[config.mk]
export PLATFORM = sky130hd
export DESIGN_NAME = pipe_ctrl_top
export DESIGN_NICKNAME = d
export VERILOG_FILES = /design/src/logic/pipe_ctrl_pkg.sv /design/src/logic/hazard_ctrl_if.sv /design/src/logic/trap_pipe_if.sv /design/src/logic/fetch_stage.sv /design/src/logic/hazard_unit.sv /design/src/logic/pipe_ctrl_top.sv /design/src/logic/trap_unit.sv /design/src/logic/wb_master.sv
export SDC_FILE = /design/constraint.sdc
export NUM_CORES = 1
export LEC_CHECK = 0
export ABC_AREA = 1
export BUFFER_PORTS_ARGS = -buffer_cell sky130_fd_sc_hd__buf_2
export CAP_MARGIN = 20
export CORE_ASPECT_RATIO = 1.75
export CORE_MARGIN = 1
export CORE_UTILIZATION = 50
export DETAILED_ROUTE_END_ITERATION = 12
export PLACE_DENSITY = 0.71
export SLEW_MARGIN = 20
export SYNTH_ARGS = -nofsm -noshare
export SYNTH_HDL_FRONTEND = slang
export SYNTH_HIERARCHICAL = 1
export SYNTH_SLANG_ARGS = --single-unit
export TNS_END_PERCENT = 50
[constraint.sdc]
create_clock -name clk -period 5.7 [get_ports clk]
set_input_delay 0.285 -clock clk [delete_from_list [all_inputs] [get_ports clk]]
set_output_delay 0.285 -clock clk [all_outputs]
set_load 0.01 [all_outputs]
[src/logic/pipe_ctrl_pkg.sv]
// pipe_ctrl_pkg: word, trap cause and execute-stage exception types for the pipeline control
`default_nettype none

package pipe_ctrl_pkg;

  // one machine word
  // used for fetch addresses, data addresses and data alike
  typedef logic [31:0] word_t;

  // mcause encodings
  // bit 31 set marks an interrupt, the rest are synchronous exceptions
  typedef enum logic [31:0] {
    misaligned_fetch = 32'h0000_0000,
    illegal_insn     = 32'h0000_0002,
    breakpoint       = 32'h0000_0003,
    misaligned_load  = 32'h0000_0004,
    misaligned_store = 32'h0000_0006,
    ecall_m          = 32'h0000_000b,
    machine_ext_irq  = 32'h8000_000b
  } cause_t;

  // exceptions reported for the instruction sitting in execute
  typedef struct packed {
    // undecodable opcode
    logic illegal_insn;
    // ebreak
    logic breakpoint;
    // ecall from machine mode
    logic env_m;
    // load / store address not naturally aligned
    logic mal_l;
    logic mal_s;
  } ex_flags_t;

endpackage

`default_nettype wire

[src/logic/hazard_ctrl_if.sv]
// hazard_ctrl_if: stall, flush and next-pc control between the hazard unit and the fetch stage
`default_nettype none

interface hazard_ctrl_if;
  import pipe_ctrl_pkg::*;

  // pc update and next-pc source
  logic  pc_en;
  logic  npc_sel;
  // fetch/execute register control
  logic  if_ex_stall;
  logic  if_ex_flush;
  // instruction fetch allowed this cycle
  logic  iren;
  // trap or mret target overrides everything else
  logic  insert_priv_pc;
  word_t priv_pc;

  // fetch side status
  logic  i_mem_busy;
  logic  token_ex;
  logic  mal_insn;
  // pc and bad address of a failing fetch
  word_t epc_f;
  word_t badaddr_f;

  modport hazard (
    output pc_en, npc_sel, if_ex_stall, if_ex_flush, iren, insert_priv_pc, priv_pc,
    input  i_mem_busy, token_ex, mal_insn, epc_f, badaddr_f
  );

  modport fetch (
    input  pc_en, npc_sel, if_ex_stall, if_ex_flush, iren, insert_priv_pc, priv_pc,
    output i_mem_busy, token_ex, mal_insn, epc_f, badaddr_f
  );

endinterface

`default_nettype wire

[src/logic/trap_pipe_if.sv]
// trap_pipe_if: exception context and trap redirect between the hazard unit and the trap unit
`default_nettype none

interface trap_pipe_if;
  import pipe_ctrl_pkg::*;

  // pipeline state as seen by the trap unit
  logic      pipe_clear;
  logic      retire;
  // exception sources, already qualified by the hazard unit
  ex_flags_t ex_flags;
  logic      mal_insn;
  logic      intr_ack;
  logic      ret;
  // trap context
  word_t     epc;
  word_t     badaddr;

  // trap unit answers
  logic      intr;
  logic      insert_pc;
  word_t     priv_pc;

  modport hazard (
    output pipe_clear, retire, ex_flags, mal_insn, intr_ack, ret, epc, badaddr,
    input  intr, insert_pc, priv_pc
  );

  modport trap (
    input  pipe_clear, retire, ex_flags, mal_insn, intr_ack, ret, epc, badaddr,
    output intr, insert_pc, priv_pc
  );

endinterface

`default_nettype wire

[src/logic/fetch_stage.sv]
// fetch_stage: pc register, instruction fetch, one-entry holding slot and fetch/execute register
`default_nettype none

module fetch_stage #(
  parameter pipe_ctrl_pkg::word_t reset_pc = 32'h0000_0000
) (
  input  logic                 clk,
  input  logic                 rst_n,
  hazard_ctrl_if.fetch         hz,
  input  pipe_ctrl_pkg::word_t target,
  // instruction bus
  output logic                 i_cyc,
  output logic                 i_stb,
  output pipe_ctrl_pkg::word_t i_adr,
  input  logic                 i_ack,
  input  pipe_ctrl_pkg::word_t i_dat_r,
  // fetch/execute register
  output logic                 ex_valid,
  output pipe_ctrl_pkg::word_t ex_pc,
  output pipe_ctrl_pkg::word_t ex_insn
);
  import pipe_ctrl_pkg::*;

  word_t pc;
  word_t npc;
  logic  i_req;
  logic  i_done;
  word_t i_rdata;
  // in-flight fetch belongs to a flushed path
  logic  kill;
  // word fetched while execute was stalled
  logic  hold_valid;
  word_t hold_pc;
  word_t hold_insn;
  // word available to enter execute this cycle
  logic  fetch_ready;
  word_t fetch_pc;
  word_t fetch_insn;

  // low address bits set, never sent to the bus
  assign hz.mal_insn  = pc[1:0] != 2'b00;
  assign hz.epc_f     = pc;
  assign hz.badaddr_f = pc;
  assign hz.token_ex  = ex_valid;

  // no new fetch while the slot is full
  assign i_req = hz.iren & ~hold_valid & ~hz.mal_insn;

  wb_master imem_master_i (
    .clk      (clk),
    .rst_n    (rst_n),
    .req      (i_req),
    .we       (1'b0),
    .adr      (pc),
    .dat_w    ('0),
    .sel      (4'hf),
    .rdata    (i_rdata),
    .done     (i_done),
    .busy     (),
    .cyc      (i_cyc),
    .stb      (i_stb),
    .wb_we    (),
    .wb_adr   (i_adr),
    .wb_dat_w (),
    .wb_sel   (),
    .ack      (i_ack),
    .dat_r    (i_dat_r)
  );

  // held word first, it is older than anything on the bus
  assign fetch_ready   = (i_done & ~kill) | hold_valid;
  assign fetch_pc      = hold_valid ? hold_pc : i_adr;
  assign fetch_insn    = hold_valid ? hold_insn : i_rdata;
  assign hz.i_mem_busy = ~fetch_ready;

  // trap / mret target beats a redirect, which beats sequential
  always_comb begin
    if (hz.insert_priv_pc) begin
      npc = hz.priv_pc;
    end else if (hz.npc_sel) begin
      npc = target;
    end else begin
      npc = pc + 32'd4;
    end
  end

  always_ff @(posedge clk or negedge rst_n) begin
    if (!rst_n) begin
      pc         <= reset_pc;
      kill       <= 1'b0;
      hold_valid <= 1'b0;
      ex_valid   <= 1'b0;
    end else begin
      if (hz.pc_en) begin
        pc <= npc;
      end
      // flush during a transfer, drop its word when ack comes
      if (i_done) begin
        kill <= 1'b0;
      end else if (hz.if_ex_flush && i_cyc) begin
        kill <= 1'b1;
      end
      // slot fills only while execute holds
      if (hz.if_ex_flush || !hz.if_ex_stall) begin
        hold_valid <= 1'b0;
      end else if (i_done && !kill) begin
        hold_valid <= 1'b1;
      end
      // bubble when nothing is ready
      if (hz.if_ex_flush) begin
        ex_valid <= 1'b0;
      end else if (!hz.if_ex_stall) begin
        ex_valid <= fetch_ready;
      end
    end
  end

  always_ff @(posedge clk) begin
    if (i_done && !hold_valid) begin
      hold_pc   <= i_adr;
      hold_insn <= i_rdata;
    end
    if (!hz.if_ex_stall && fetch_ready) begin
      ex_pc   <= fetch_pc;
      ex_insn <= fetch_insn;
    end
  end

endmodule

`default_nettype wire

[src/logic/hazard_unit.sv]
// hazard_unit: stall, flush, pc-enable and retire decisions for the two-stage pipeline
`default_nettype none

module hazard_unit (
  hazard_ctrl_if.hazard            hz,
  trap_pipe_if.hazard              tp,
  // execute stage
  input  logic                     ex_valid,
  input  logic                     jump,
  input  logic                     branch,
  input  logic                     mispredict,
  input  logic                     halt,
  input  logic                     mret,
  input  logic                     dren,
  input  logic                     dwen,
  input  pipe_ctrl_pkg::ex_flags_t ex_flags,
  input  pipe_ctrl_pkg::word_t     ex_pc,
  input  pipe_ctrl_pkg::word_t     daddr,
  // data bus status
  input  logic                     d_busy,
  output logic                     ex_retire
);

  // pipeline hazards
  logic dmem_access;
  logic branch_jump;
  logic wait_for_imem;
  logic wait_for_dmem;
  logic ex_halt;
  logic ret;

  // trap hazards
  logic ex_flush_hazard;
  logic e_ex_stage;
  logic e_f_stage;
  logic intr;

  // execute answers only count with a valid instruction
  assign dmem_access   = ex_valid & (dren | dwen);
  assign branch_jump   = ex_valid & (jump | (branch & mispredict));
  assign ex_halt       = ex_valid & halt;
  assign ret           = ex_valid & mret;
  assign wait_for_imem = hz.iren & hz.i_mem_busy;
  assign wait_for_dmem = dmem_access & d_busy;

  // exception sources per stage
  assign e_ex_stage = ex_valid & (|ex_flags);
  assign e_f_stage  = hz.mal_insn;
  // interrupt loses to any synchronous exception
  assign intr       = ~e_ex_stage & ~e_f_stage & tp.intr;

  // a fetch fault waits for an outstanding data access
  assign ex_flush_hazard = (e_f_stage & ~wait_for_dmem) | intr | e_ex_stage | ret;

  assign hz.npc_sel     = branch_jump;
  assign hz.if_ex_flush = ex_flush_hazard | branch_jump;
  // execute holds on data wait or halt, unless a trap takes over
  assign hz.if_ex_stall = (wait_for_dmem | ex_halt) & ~ex_flush_hazard;

  // pc moves when a fetched word is consumed or on any redirect
  assign hz.pc_en = (~wait_for_imem & ~wait_for_dmem & ~ex_halt & ~ex_flush_hazard) |
                    branch_jump | tp.insert_pc | ret;

  // no wrong-path fetch in a redirect cycle
  assign hz.iren = ~hz.if_ex_flush;

  assign hz.insert_priv_pc = tp.insert_pc;
  assign hz.priv_pc        = tp.priv_pc;

  // interrupt only on an instruction with no data access
  assign tp.pipe_clear = hz.token_ex & ~dmem_access;

  // completes unless stalled, faulting or interrupted
  assign tp.retire = ex_valid & ~hz.if_ex_stall & ~e_ex_stage & ~intr;
  assign ex_retire = tp.retire;

  // exception notifications for the trap unit
  assign tp.ex_flags = ex_valid ? ex_flags : '0;
  assign tp.mal_insn = e_f_stage & ~wait_for_dmem;
  assign tp.intr_ack = intr;
  assign tp.ret      = ret;

  // fetch fault reports the fetch pc, everything else the execute pc
  assign tp.epc     = e_f_stage ? hz.epc_f : ex_pc;
  assign tp.badaddr = e_f_stage ? hz.badaddr_f : daddr;

endmodule

`default_nettype wire

[src/logic/pipe_ctrl_top.sv]
// pipe_ctrl_top: two-stage pipeline control with fetch, hazard, trap logic and two Wishbone masters
`default_nettype none

module pipe_ctrl_top #(
  parameter pipe_ctrl_pkg::word_t reset_pc    = 32'h0000_0000,
  parameter pipe_ctrl_pkg::word_t trap_vector = 32'h0000_0100
) (
  input  logic                     clk,
  input  logic                     rst_n,
  input  logic                     irq,
  // decoded execute-stage control
  input  logic                     jump,
  input  logic                     branch,
  input  logic                     mispredict,
  input  pipe_ctrl_pkg::word_t     target,
  input  logic                     dren,
  input  logic                     dwen,
  input  pipe_ctrl_pkg::word_t     daddr,
  input  pipe_ctrl_pkg::word_t     dwdata,
  input  logic                     halt,
  input  logic                     mret,
  input  pipe_ctrl_pkg::ex_flags_t ex_flags,
  // instruction in execute
  output logic                     ex_valid,
  output pipe_ctrl_pkg::word_t     ex_pc,
  output pipe_ctrl_pkg::word_t     ex_insn,
  output logic                     ex_retire,
  // trap report
  output logic                     trap_taken,
  output pipe_ctrl_pkg::cause_t    trap_cause,
  output pipe_ctrl_pkg::word_t     trap_epc,
  output pipe_ctrl_pkg::word_t     trap_val,
  // instruction wishbone
  output logic                     i_cyc,
  output logic                     i_stb,
  output pipe_ctrl_pkg::word_t     i_adr,
  input  logic                     i_ack,
  input  pipe_ctrl_pkg::word_t     i_dat_r,
  // data wishbone
  output logic                     d_cyc,
  output logic                     d_stb,
  output logic                     d_we,
  output pipe_ctrl_pkg::word_t     d_adr,
  output pipe_ctrl_pkg::word_t     d_dat_w,
  output logic [3:0]               d_sel,
  input  logic                     d_ack,
  input  pipe_ctrl_pkg::word_t     d_dat_r
);

  hazard_ctrl_if hz_if ();
  trap_pipe_if   tp_if ();

  logic d_req;
  logic d_busy;

  // faulting loads and stores never reach the bus
  assign d_req = ex_valid & (dren | dwen) & ~(|ex_flags);

  fetch_stage #(.reset_pc(reset_pc)) fetch_stage_i (
    .clk (clk), .rst_n (rst_n), .hz (hz_if.fetch), .target (target),
    .i_cyc (i_cyc), .i_stb (i_stb), .i_adr (i_adr), .i_ack (i_ack), .i_dat_r (i_dat_r),
    .ex_valid (ex_valid), .ex_pc (ex_pc), .ex_insn (ex_insn)
  );

  hazard_unit hazard_unit_i (
    .hz (hz_if.hazard), .tp (tp_if.hazard), .ex_valid (ex_valid),
    .jump (jump), .branch (branch), .mispredict (mispredict), .halt (halt), .mret (mret),
    .dren (dren), .dwen (dwen), .ex_flags (ex_flags), .ex_pc (ex_pc), .daddr (daddr),
    .d_busy (d_busy), .ex_retire (ex_retire)
  );

  trap_unit #(.trap_vector(trap_vector)) trap_unit_i (
    .clk (clk), .rst_n (rst_n), .tp (tp_if.trap), .irq (irq),
    .trap_taken (trap_taken), .trap_cause (trap_cause),
    .trap_epc (trap_epc), .trap_val (trap_val)
  );

  // word accesses only, all byte lanes
  wb_master dmem_master_i (
    .clk (clk), .rst_n (rst_n), .req (d_req), .we (dwen), .adr (daddr), .dat_w (dwdata),
    .sel (4'hf), .rdata (), .done (), .busy (d_busy),
    .cyc (d_cyc), .stb (d_stb), .wb_we (d_we), .wb_adr (d_adr), .wb_dat_w (d_dat_w),
    .wb_sel (d_sel), .ack (d_ack), .dat_r (d_dat_r)
  );

endmodule

`default_nettype wire

[src/logic/trap_unit.sv]
// trap_unit: machine trap registers, interrupt gating, trap vector and mret return pc
`default_nettype none

module trap_unit #(
  parameter pipe_ctrl_pkg::word_t trap_vector = 32'h0000_0100
) (
  input  logic                  clk,
  input  logic                  rst_n,
  trap_pipe_if.trap             tp,
  // external interrupt line
  input  logic                  irq,
  output logic                  trap_taken,
  output pipe_ctrl_pkg::cause_t trap_cause,
  output pipe_ctrl_pkg::word_t  trap_epc,
  output pipe_ctrl_pkg::word_t  trap_val
);
  import pipe_ctrl_pkg::*;

  // machine state
  logic   mie;
  word_t  mepc;
  cause_t mcause;
  word_t  mtval;

  // values written on a trap this cycle
  cause_t cause_next;
  word_t  val_next;

  // enabled interrupt, only at a clean instruction boundary
  assign tp.intr = irq & mie & tp.pipe_clear;

  // any qualified source takes a trap
  assign trap_taken = tp.mal_insn | (|tp.ex_flags) | tp.intr_ack;

  // fixed priority, fetch fault first and interrupt last
  always_comb begin
    cause_next = machine_ext_irq;
    val_next   = '0;
    if (tp.mal_insn) begin
      cause_next = misaligned_fetch;
      val_next   = tp.badaddr;
    end else if (tp.ex_flags.illegal_insn) begin
      cause_next = illegal_insn;
    end else if (tp.ex_flags.breakpoint) begin
      // faulting pc for ebreak
      cause_next = breakpoint;
      val_next   = tp.epc;
    end else if (tp.ex_flags.env_m) begin
      cause_next = ecall_m;
    end else if (tp.ex_flags.mal_l) begin
      cause_next = misaligned_load;
      val_next   = tp.badaddr;
    end else if (tp.ex_flags.mal_s) begin
      cause_next = misaligned_store;
      val_next   = tp.badaddr;
    end
  end

  // live trap context in the trap cycle, stored csrs otherwise
  assign trap_cause = trap_taken ? cause_next : mcause;
  assign trap_epc   = trap_taken ? tp.epc : mepc;
  assign trap_val   = trap_taken ? val_next : mtval;

  // trap goes to the vector, mret back to mepc
  assign tp.insert_pc = trap_taken | tp.ret;
  assign tp.priv_pc   = trap_taken ? trap_vector : mepc;

  always_ff @(posedge clk or negedge rst_n) begin
    if (!rst_n) begin
      mie    <= 1'b1;
      mepc   <= '0;
      mcause <= misaligned_fetch;
      mtval  <= '0;
    end else if (trap_taken) begin
      // handler runs with interrupts masked
      mie    <= 1'b0;
      mepc   <= tp.epc;
      mcause <= cause_next;
      mtval  <= val_next;
    end else if (tp.ret && tp.retire) begin
      mie <= 1'b1;
    end
  end

endmodule

`default_nettype wire

[src/logic/wb_master.sv]
// wb_master: Wishbone classic master that runs one single transfer at a time until ack
`default_nettype none

module wb_master (
  input  logic                 clk,
  input  logic                 rst_n,
  // request side
  input  logic                 req,
  input  logic                 we,
  input  pipe_ctrl_pkg::word_t adr,
  input  pipe_ctrl_pkg::word_t dat_w,
  input  logic [3:0]           sel,
  output pipe_ctrl_pkg::word_t rdata,
  output logic                 done,
  output logic                 busy,
  // wishbone side
  output logic                 cyc,
  output logic                 stb,
  output logic                 wb_we,
  output pipe_ctrl_pkg::word_t wb_adr,
  output pipe_ctrl_pkg::word_t wb_dat_w,
  output logic [3:0]           wb_sel,
  input  logic                 ack,
  input  pipe_ctrl_pkg::word_t dat_r
);

  // single state bit, high from request start through the ack cycle
  logic active;

  // cyc and stb move together in classic single transfers
  assign cyc = active;
  assign stb = active;

  // transfer ends in the cycle ack is sampled
  assign done  = active & ack;
  // read data valid only alongside done
  assign rdata = dat_r;
  // requester must wait until the ack cycle
  assign busy  = req & ~done;

  // start when idle, drop the cycle after ack
  // no back-to-back restart from the ack cycle
  always_ff @(posedge clk or negedge rst_n) begin
    if (!rst_n) begin
      active <= 1'b0;
      wb_we  <= 1'b0;
    end else if (!active) begin
      if (req) begin
        active <= 1'b1;
        wb_we  <= we;
      end
    end else if (ack) begin
      active <= 1'b0;
    end
  end

  // address, write data and byte lanes frozen for the whole transfer
  always_ff @(posedge clk) begin
    if (!active && req) begin
      wb_adr   <= adr;
      wb_dat_w <= dat_w;
      wb_sel   <= sel;
    end
  end

endmodule

`default_nettype wire

=== Word level (Yosys, flattened, before mapping) ===
Index checks and enable logic that the tools add are counted.

* Register bits: 359
* Bits of input ports: 177
* Output and inout bits: 268
* Logic and storage cells: 135

* $add $sub $neg: 1
* Equality and inequality tests: 1
* Multiplexer cells: 37
* Bitwise gates (word level): 58
* Reductions and logical operators: 20

{| class="wikitable"
|+ Operators with widths
! kind !! count
|-
| 32-bit 2-to-1 mux || 22
|-
| 32-bit by 3-bit adder with 32-bit output (second input constant) || 1
|-
| 1-bit AND || 28
|-
| 1-bit NOT || 16
|-
| 1-bit 2-to-1 mux || 14
|-
| 1-bit OR || 14
|-
| 5-bit OR reduction || 2
|-
| 2-bit nonzero test || 4
|-
| 1-bit logical AND || 7
|-
| 1-bit logical NOT || 5
|-
| 5-bit 2-to-1 mux || 1
|-
| 2-bit != test (second input constant) || 1
|-
| 2-bit AND reduction || 1
|-
| 1-bit logical OR || 1
|}

=== Depth between registers and ports, before layout ===
Gate-level depths: netlist of run 1.

* Depth after elaboration: 20
* Gate-level depth with buffers: 24
* Mapped depth without buffers: 19

=== Modules after synthesis ===
Netlist of run 1, hierarchy kept.

{| class="wikitable"
|+ Modules (own cells, without submodules)
! module !! instances !! cells an instance !! area each (µm²) !! sequential area each (µm²)
|-
| fetch_stage || 1 || 758 || 7553.5 || 4719.5
|-
| trap_unit || 1 || 668 || 4976.0 || 2428.6
|-
| wb_master || 2 || 114 || 2391.0 || 2092.0
|-
| hazard_unit || 1 || 285 || 1293.7 || 0.0
|-
| pipe_ctrl_top || 1 || 11 || 43.8 || 0.0
|}

=== Least setup slack after synthesis of run 1 ===
OpenSTA, ideal clock, no wires.

* Kind: flip-flop to flip-flop
* From: register fetch_stage_i.ex_valid
* To: register fetch_stage_i.ex_insn[0] (enable)
* Setup time: 0.488 ns
* Data arrival time: 3.886 ns
* Path slack: 1.327 ns
* Cell stages (with the launch flop): 8
* Cell sequence: dfrtp_1 -> buf_6 -> a21boi_0 -> and3_1 -> nand2_1 -> nand4_4 -> nor2_2 -> nor2_1

* Elaborated cells between the ends (all ways): 23
* Those cells by class: bitwise (21); reduce/logical (2)

{| class="wikitable"
|+ RTL lines
! element !! line !! RTL
|-
| start: declaration || fetch_stage.sv:18 || <nowiki>output logic ex_valid,</nowiki>
|-
| start signal: assignment || fetch_stage.sv:113 || <nowiki>ex_valid <= fetch_ready;</nowiki>
|-
| 1-bit AND || hazard_unit.sv:39 || <nowiki>assign dmem_access = ex_valid & (dren | dwen);</nowiki>
|-
| 1-bit NOT || hazard_unit.sv:71 || <nowiki>assign tp.pipe_clear = hz.token_ex & ~dmem_access;</nowiki>
|-
| 1-bit AND * || hazard_unit.sv:71 ||
|-
| named net tp_if.pipe_clear || trap_pipe_if.sv:8 || <nowiki>logic pipe_clear;</nowiki>
|-
| 1-bit AND * || trap_unit.sv:30 || <nowiki>assign tp.intr = irq & mie & tp.pipe_clear;</nowiki>
|-
| named net tp_if.intr || trap_pipe_if.sv:20 || <nowiki>logic intr;</nowiki>
|-
| 1-bit AND * || hazard_unit.sv:50 || <nowiki>assign intr = ~e_ex_stage & ~e_f_stage & tp.intr;</nowiki>
|-
| 1-bit OR * (3 in a row) || hazard_unit.sv:53 || <nowiki>assign ex_flush_hazard = (e_f_stage & ~wait_for_dmem) | intr | e_ex_stage | ret;</nowiki>
|-
| 1-bit NOT * || hazard_unit.sv:58 || <nowiki>assign hz.if_ex_stall = (wait_for_dmem | ex_halt) & ~ex_flush_hazard;</nowiki>
|-
| 1-bit AND * || hazard_unit.sv:58 ||
|-
| named net hz_if.if_ex_stall || hazard_ctrl_if.sv:11 || <nowiki>logic if_ex_stall;</nowiki>
|-
| 1-bit logical NOT * || fetch_stage.sv:123 || <nowiki>if (!hz.if_ex_stall && fetch_ready) begin</nowiki>
|-
| 1-bit logical AND * || fetch_stage.sv:123 ||
|-
| end signal: assignment || fetch_stage.sv:125 || <nowiki>ex_insn <= fetch_insn;</nowiki>
|-
| end: declaration || fetch_stage.sv:20 || <nowiki>output pipe_ctrl_pkg::word_t ex_insn</nowiki>
|}

The timed path passes the listed nets; every way through them passes the cells marked *.
A chain may end at the register's enable or synchronous reset.

=== Worst setup path after layout of run 1 ===
* From: register fetch_stage_i.ex_valid
* To: output trap_epc[8]

* Cells in the longest elaborated chain, start to end: 9
* Elaborated cells between the ends (all ways): 18
* Those cells by class: mux (2); bitwise (15); reduce/logical (1)

{| class="wikitable"
|+ Ends and longest elaborated chain
! element !! line !! RTL
|-
| 1-bit AND (2 in a row) || pipe_ctrl_top.sv:57 || <nowiki>assign d_req = ex_valid & (dren | dwen) & ~(|ex_flags);</nowiki>
|-
| named net d_req || pipe_ctrl_top.sv:53 || <nowiki>logic d_req;</nowiki>
|-
| 1-bit AND || wb_master.sv:39 || <nowiki>assign busy = req & ~done;</nowiki>
|-
| named net d_busy || pipe_ctrl_top.sv:54 || <nowiki>logic d_busy;</nowiki>
|-
| 1-bit AND || hazard_unit.sv:44 || <nowiki>assign wait_for_dmem = dmem_access & d_busy;</nowiki>
|-
| 1-bit NOT || hazard_unit.sv:79 || <nowiki>assign tp.mal_insn = e_f_stage & ~wait_for_dmem;</nowiki>
|-
| 1-bit AND || hazard_unit.sv:79 ||
|-
| named net tp_if.mal_insn || trap_pipe_if.sv:12 || <nowiki>logic mal_insn;</nowiki>
|-
| 1-bit OR (2 in a row) || trap_unit.sv:33 || <nowiki>assign trap_taken = tp.mal_insn | (|tp.ex_flags) | tp.intr_ack;</nowiki>
|-
| 32-bit 2-to-1 mux || trap_unit.sv:61 || <nowiki>assign trap_epc = trap_taken ? tp.epc : mepc;</nowiki>
|-
| end: declaration || pipe_ctrl_top.sv:31 || <nowiki>output pipe_ctrl_pkg::word_t trap_epc,</nowiki>
|}

The timed path passes the listed nets, and every way through them passes these cells.

==> results.yml, run 1 <==
flow_run:
  maxCapViolCount: 0
critical_path:
  setup.worst_path.start_class: "register"
  crit_arrival_ps: 4630
  reg2reg_from: "fetch_stage_i/ex_valid"
  reg2reg_to: "fetch_stage_i/hz.badaddr_f[5]"
  rr_worst_depth: 22
  critPathMaxFanout: 65
  worst-setup-path-type: "register to primary output"
  required_ps: 5410
  endpoint_kind: "primary output"
  rrSetupSlack_ps: 970
cts:
  htree_levels: 2
  cts.sinks: 363
  clk_pin_slew_ps: 60
  clk_path_buf_depth: 3
  numCtsBuffers: 35
  clk_latency_ps: 530
  cts-resized-gates: 0
  tritoncts: "built"
  root_buffer: "clkbuf_16"
final_layout:
  multi_input_area_um2: 5010
  fin_cells: 2739
  n_fill_cell: 2843
  register_area_um2: 10200
  nets: 2435
  synthToLayoutAreaGrowth_pct: 21.7
  drive_gt1_frac: 0.239
min_path:
  holdPathEnd: "fetch_stage_i/hz.badaddr_f[10]"
  hp-class: "input port to register"
  holdPathStages: 3
  hold_start: "target[10]"
global_route:
  grt_pass1_wl_um: 77400
  grtUsageTotal: 0.293
  grt_overflow: 0
  antenna_found_initial: 2
  grt_max_degree: 81
  grt_pass1_vias: 13900
outcome:
  status: "completed"
power:
  ir_drop_v: 0.000388
  power.switching_mw: 6.28
  total_power_mw: 13.5
  p_leak_nw: 10.1
  power_frac_comb: 0.501
  p_per_area_nw_per_um2: 643
  intPower_mw: 7.23
  p_sw_frac: 0.465
  seqPwrFrac: 0.319
  p_clk_frac: 0.180
floorplan:
  num_rows: 89
  die_h_um: 248
  dieArea_um2: 35300
  start_util: 0.510
  core_area_um2: 33900
  ioPinCount: 445
  dieWidth_um: 142
routing:
  drc: 0
  avgRoutedWirePerCell_um: 19.0
  first_iter_violations: 821
  drtPass1Iterations: 6
  via_count: 14100
  ant_nets: 0
  drt-total-wl_um: 51900
  drt-vias-per-instance: 5.14
sta:
  rsz0062_at_grt: "no"
  final.setup.tns_ps: 0
  hold_slack_ps: 49.2
  hold_viol_final: 0
  timing.final.crit_period_ps: 4920
  fin_crit_sh: 0.863
  skew_ps: 17.0
  relSlewSlack: 0.261
  tightest_slew_ps: 1110
  setup_violations: 0
  max_freq_mhz: 203
  fin_ws_ps: 782
  drv_slew: 0
placed_design:
  dp_slack_ps: 1030
  dpl.hpwl_um: 34100
  dp_cells: 2576
  port_buffers: 412
  globalplace.congestion: 0.928
synth:
  synth_area_um2: 17300
  syn_area_per_cell_um2: 9.22
  ys_warn_count: 6
  syn_inst: 1874
worst max-delay path, cell delays in order (launching register included):
cell and delay, ps:
dfrtp_1 630, inv_1 100, nor2_2 90, nand2_1 50, nor2_1 180, inv_1 60
nor2_1 110, nand3_1 130, nand2_2 130, inv_1 50, buf_4 280, nor2_4 170
buf_4 530, nand3_2 190, nor2_4 780, nand2_1 270, o21a_1 200, buf_2 160
power groups by stage:
stage	logic, mW	registers [mW]	clock network [mW]
final	6.77	4.31	2.43
after global routing	7.46	4.38	2.55
after CTS	6.75	4.30	2.47
after detailed placement	6.65	4.34	0
after global placement	6.56	4.33	0
after floorplan	4.71	4.29	0
worst max path at each step:
| stage | from | to | slack (ps) | cells after the start |
|---|---|---|---|---|
| 2_1_floorplan | fetch_stage_i/ex_valid | fetch_stage_i/ex_insn[0] | 1330 | 7 |
| 3_3_place_gp | fetch_stage_i/ex_valid | fetch_stage_i/hz.badaddr_f[7] | 1050 | 22 |
| 3_5_place_dp | fetch_stage_i/ex_valid | fetch_stage_i/hz.badaddr_f[5] | 1030 | 22 |
| 4_1_cts | fetch_stage_i/ex_valid | trap_epc[8] | 750 | 17 |
| 5_1_grt | fetch_stage_i/ex_valid | trap_epc[8] | 420 | 17 |
| 6_report | fetch_stage_i/ex_valid | trap_epc[8] | 780 | 17 |
sequential cells by signal, summed over array words and instances (netlist names), 4 cells and up:
register	count
dmem_master_i/wb_adr	32
dmem_master_i/wb_dat_w	32
fetch_stage_i/ex_insn	32
fetch_stage_i/ex_pc	32
fetch_stage_i/hold_insn	32
fetch_stage_i/hold_pc	32
fetch_stage_i/hz.badaddr_f	32
fetch_stage_i/imem_master_i/wb_adr	32
trap_unit_i/mcause	32
trap_unit_i/mepc	32
trap_unit_i/mtval	32
dmem_master_i/wb_sel	4
repair_timing:
action                    CTS  global route
hold endpoints to repair  170             0
hold buffers               99             0
buffers inserted            0             0
cell type report:
cell class | count | share of cell area
timing repair buffer | 531 | 0.153
multi-input combinational | 1107 | 0.238
clock buffer | 48 | 0.0465
antenna | 2 | 0.000238
sequential | 363 | 0.486
inverter | 219 | 0.0392
tap | 455 | 0.0271
clock inverter | 14 | 0.00952
stage by stage:
step,instance area (µm²),utilization
global placement,18900,0.557
detailed placement,18900,0.557
CTS,21000,0.621
finish,21000,0.621
floorplan,17300,-
global route,21000,0.621
per-layer routing:
metal / vias to the layer above / wire, µm / track usage
met2: 643 / 26500 / 0.512
met3: 132 / 3510 / 0.0459
met1: 6642 / 19400 / 0.342
li1: 6653 / - / -
met4: 0 / 2600 / 0.163
met5: - / 0 / 0
cell usage in the layout, fill, tap and decap left out, types with 5 or more instances in the layout:
cell	count
edfxtp_1	228
nand2_1	658
a22o_1	6
buf_2	411
nor2_4	10
nor2_1	131
a31oi_1	5
a221oi_1	14
buf_4	20
a21boi_0	32
inv_2	11
bufinv_16	5
a21oi_1	25
inv_1	207
dlygate4sd3_1	99
nand3_1	79
nand2_2	15
nor2_2	8
dfrtp_1	133
clkbuf_16	37
o21ai_0	27
clkbuf_1	10
o21ai_1	21
nand4_1	33
Note: power is estimated with default switching activity, not from simulation.
==> inputs of run 2 (changes only) <==
--- a/config.mk
+++ b/config.mk
@@ -5,14 +5,13 @@
 export SDC_FILE = /design/constraint.sdc
 export NUM_CORES = 1
 export LEC_CHECK = 0
-export ABC_AREA = 1
 export BUFFER_PORTS_ARGS = -buffer_cell sky130_fd_sc_hd__buf_2
 export CAP_MARGIN = 20
 export CORE_ASPECT_RATIO = 1.75
 export CORE_MARGIN = 1
 export CORE_UTILIZATION = 50
 export DETAILED_ROUTE_END_ITERATION = 12
-export PLACE_DENSITY = 0.71
+export PLACE_DENSITY = 0.72
 export SLEW_MARGIN = 20
 export SYNTH_ARGS = -nofsm -noshare
 export SYNTH_HDL_FRONTEND = slang
==> results.yml, run 2 <==
global_route:
  grt_pass1_wl_um: 65400
  antenna_found_initial: 12
  grt_overflow: 0
  grtUsageTotal: 0.267
  grt_pass1_vias: 11400
  grt_max_degree: 92
cts:
  root_buffer: "clkbuf_16"
  clk_latency_ps: 520
  postCtsSetupRepairBufs: 0
  clk_path_buf_depth: 3
  numCtsBuffers: 34
  htree_levels: 2
  cts-resized-gates: 0
  cts.sinks: 363
  clk_pin_slew_ps: 70
  tritoncts: "built"
floorplan:
  ioPinCount: 445
  num_rows: 86
  core_area_um2: 31500
  dieWidth_um: 137
  start_util: 0.507
  die_h_um: 239
  dieArea_um2: 32700
critical_path:
  worstPathCellList: "nor4b_2 -> nor2b_1 -> o211ai_1 -> nand2_1 -> inv_1 -> nor4_4 -> and2_4 -> nand2b_2 -> a21oi_1 -> o41ai_4 -> buf_4 -> inv_1 -> a221o_1 -> a211oi_1 -> nor3_1"
  crit_path_max_incr_delay_ps: 690
  crit_arrival_ps: 4770
  cp_slowest_cell: "inv_1"
  reg2reg_from: "fetch_stage_i/ex_valid"
  rrSetupSlack_ps: 1360
  endpoint_kind: "register"
  reg2reg_to: "fetch_stage_i/hz.badaddr_f[25]"
  critical_path.top_delay_family: "simple AND/OR/NAND/NOR gates"
  worst-path-buf-inv: 3
  required_ps: 6130
  worst-setup-path-type: "register to register"
  rr_worst_depth: 15
  path_common_cell: "inv_1"
  critPathMaxFanout: 46
  setup.worst_path.start_class: "register"
  worst-path-stages: 15
power:
  ir_drop_v: 0.000367
  p_per_area_nw_per_um2: 487
  p_leak_nw: 8.68
synth:
  syn_area_per_cell_um2: 13.8
  ys_warn_count: 6
  syn_inst: 1159
  synth_area_um2: 16000
routing:
  first_iter_violations: 776
  drc: 0
  drtPass1Iterations: 5
  drt-vias-per-instance: 5.67
  avgRoutedWirePerCell_um: 22.4
  via_count: 11300
  drt-total-wl_um: 44500
  ant_nets: 0
placed_design:
  place_area_um2: 17700
  port_buffers: 412
  dpl.hpwl_um: 29100
  globalplace.congestion: 0.852
sta:
  timing.final.crit_period_ps: 4340
  final.setup.tns_ps: 0
  hold_viol_final: 0
  rsz0062_at_grt: "no"
  setup_violations: 0
  drv_slew: 0
  max_freq_mhz: 230
  skew_ps: 9.08
  fin_crit_sh: 0.761
  tightest_slew_ps: 1070
  relSlewSlack: 0.277
final_layout:
  nets: 1734
  synthToLayoutAreaGrowth_pct: 24.1
  final_common_cell: "buf_2"
  register_area_um2: 10200
  multi_input_area_um2: 4570
  final_cell_mix: "411 x buf_2, 228 x edfxtp_1, 133 x dfrtp_1, 129 x mux2_2, 97 x dlygate4sd3_1"
  drive_gt1_frac: 0.405
  final_area_um2: 19800
  n_fill_cell: 2343
min_path:
  holdPathStages: 3
  hp-class: "input port to register"
  hold_start: "target[17]"
  holdPathEnd: "fetch_stage_i/hz.badaddr_f[17]"
flow_run:
  maxCapViolCount: 0
outcome:
  status: "completed"
==> run 2: where the power goes <==
group / switching, mW / internal [mW] / leakage [nW]
clock: 1.00 / 1.45 / 0.582
sequential: 0.392 / 3.42 / 3.88
combinational: 2.08 / 1.33 / 4.22
total: 3.47 / 6.20 / 8.68
==> run 2: area by class of cell <==
type | instances | area share
antenna | 9 | 0.00114
tap | 396 | 0.0250
timing repair buffer | 525 | 0.159
sequential | 363 | 0.516
clock inverter | 16 | 0.0103
inverter | 46 | 0.00870
multi-input combinational | 586 | 0.230
clock buffer | 45 | 0.0497
==> run 2: timing repair <==
| action | 4_1_cts | 5_1_grt |
|---|---|---|
| hold endpoints to repair | 160 | 1 |
| setup endpoints to repair | 0 | 0 |
| hold buffers | 96 | 1 |
==> run 2: layer usage <==
| layer | global-route usage | routed length, µm | up-vias |
|---|---|---|---|
| met2 | 0.487 | 23600 | 474 |
| li1 | - | - | 5082 |
| met3 | 0.0435 | 2520 | 130 |
| met4 | 0.144 | 2270 | 4 |
| met5 | 0 | 28 | - |
| met1 | 0.289 | 16000 | 5577 |
==> run 2: how the worst max path moves through the flow <==
stage / from / end
2_1_floorplan: fetch_stage_i/ex_valid / fetch_stage_i/ex_insn[0]
3_3_place_gp: ex_flags[0] / fetch_stage_i/hz.badaddr_f[26]
3_5_place_dp: ex_flags[3] / fetch_stage_i/hz.badaddr_f[25]
4_1_cts: fetch_stage_i/ex_valid / fetch_stage_i/hz.badaddr_f[25]
5_1_grt: fetch_stage_i/ex_valid / fetch_stage_i/hz.badaddr_f[26]
6_report: fetch_stage_i/ex_valid / fetch_stage_i/hz.badaddr_f[25]
==> run 2: tightest hold or removal path, stage by stage <==
cell and delay [ps]:
buf_2 80, a222oi_1 50, o2bb2ai_1 120
==> run 2: per-stage QoR <==
step	setup WS, ps	cells	hold slack [ps]	util	power [mW]
floorplan	1130	1162	-10.6	-	6.18
global placement	1290	1819	313	0.560	7.11
detailed placement	1130	1819	319	0.560	7.20
CTS	1370	1976	0.835	0.628	9.71
global route	1040	1986	55.5	0.629	10.1
finish	1360	1986	41.1	0.629	9.67
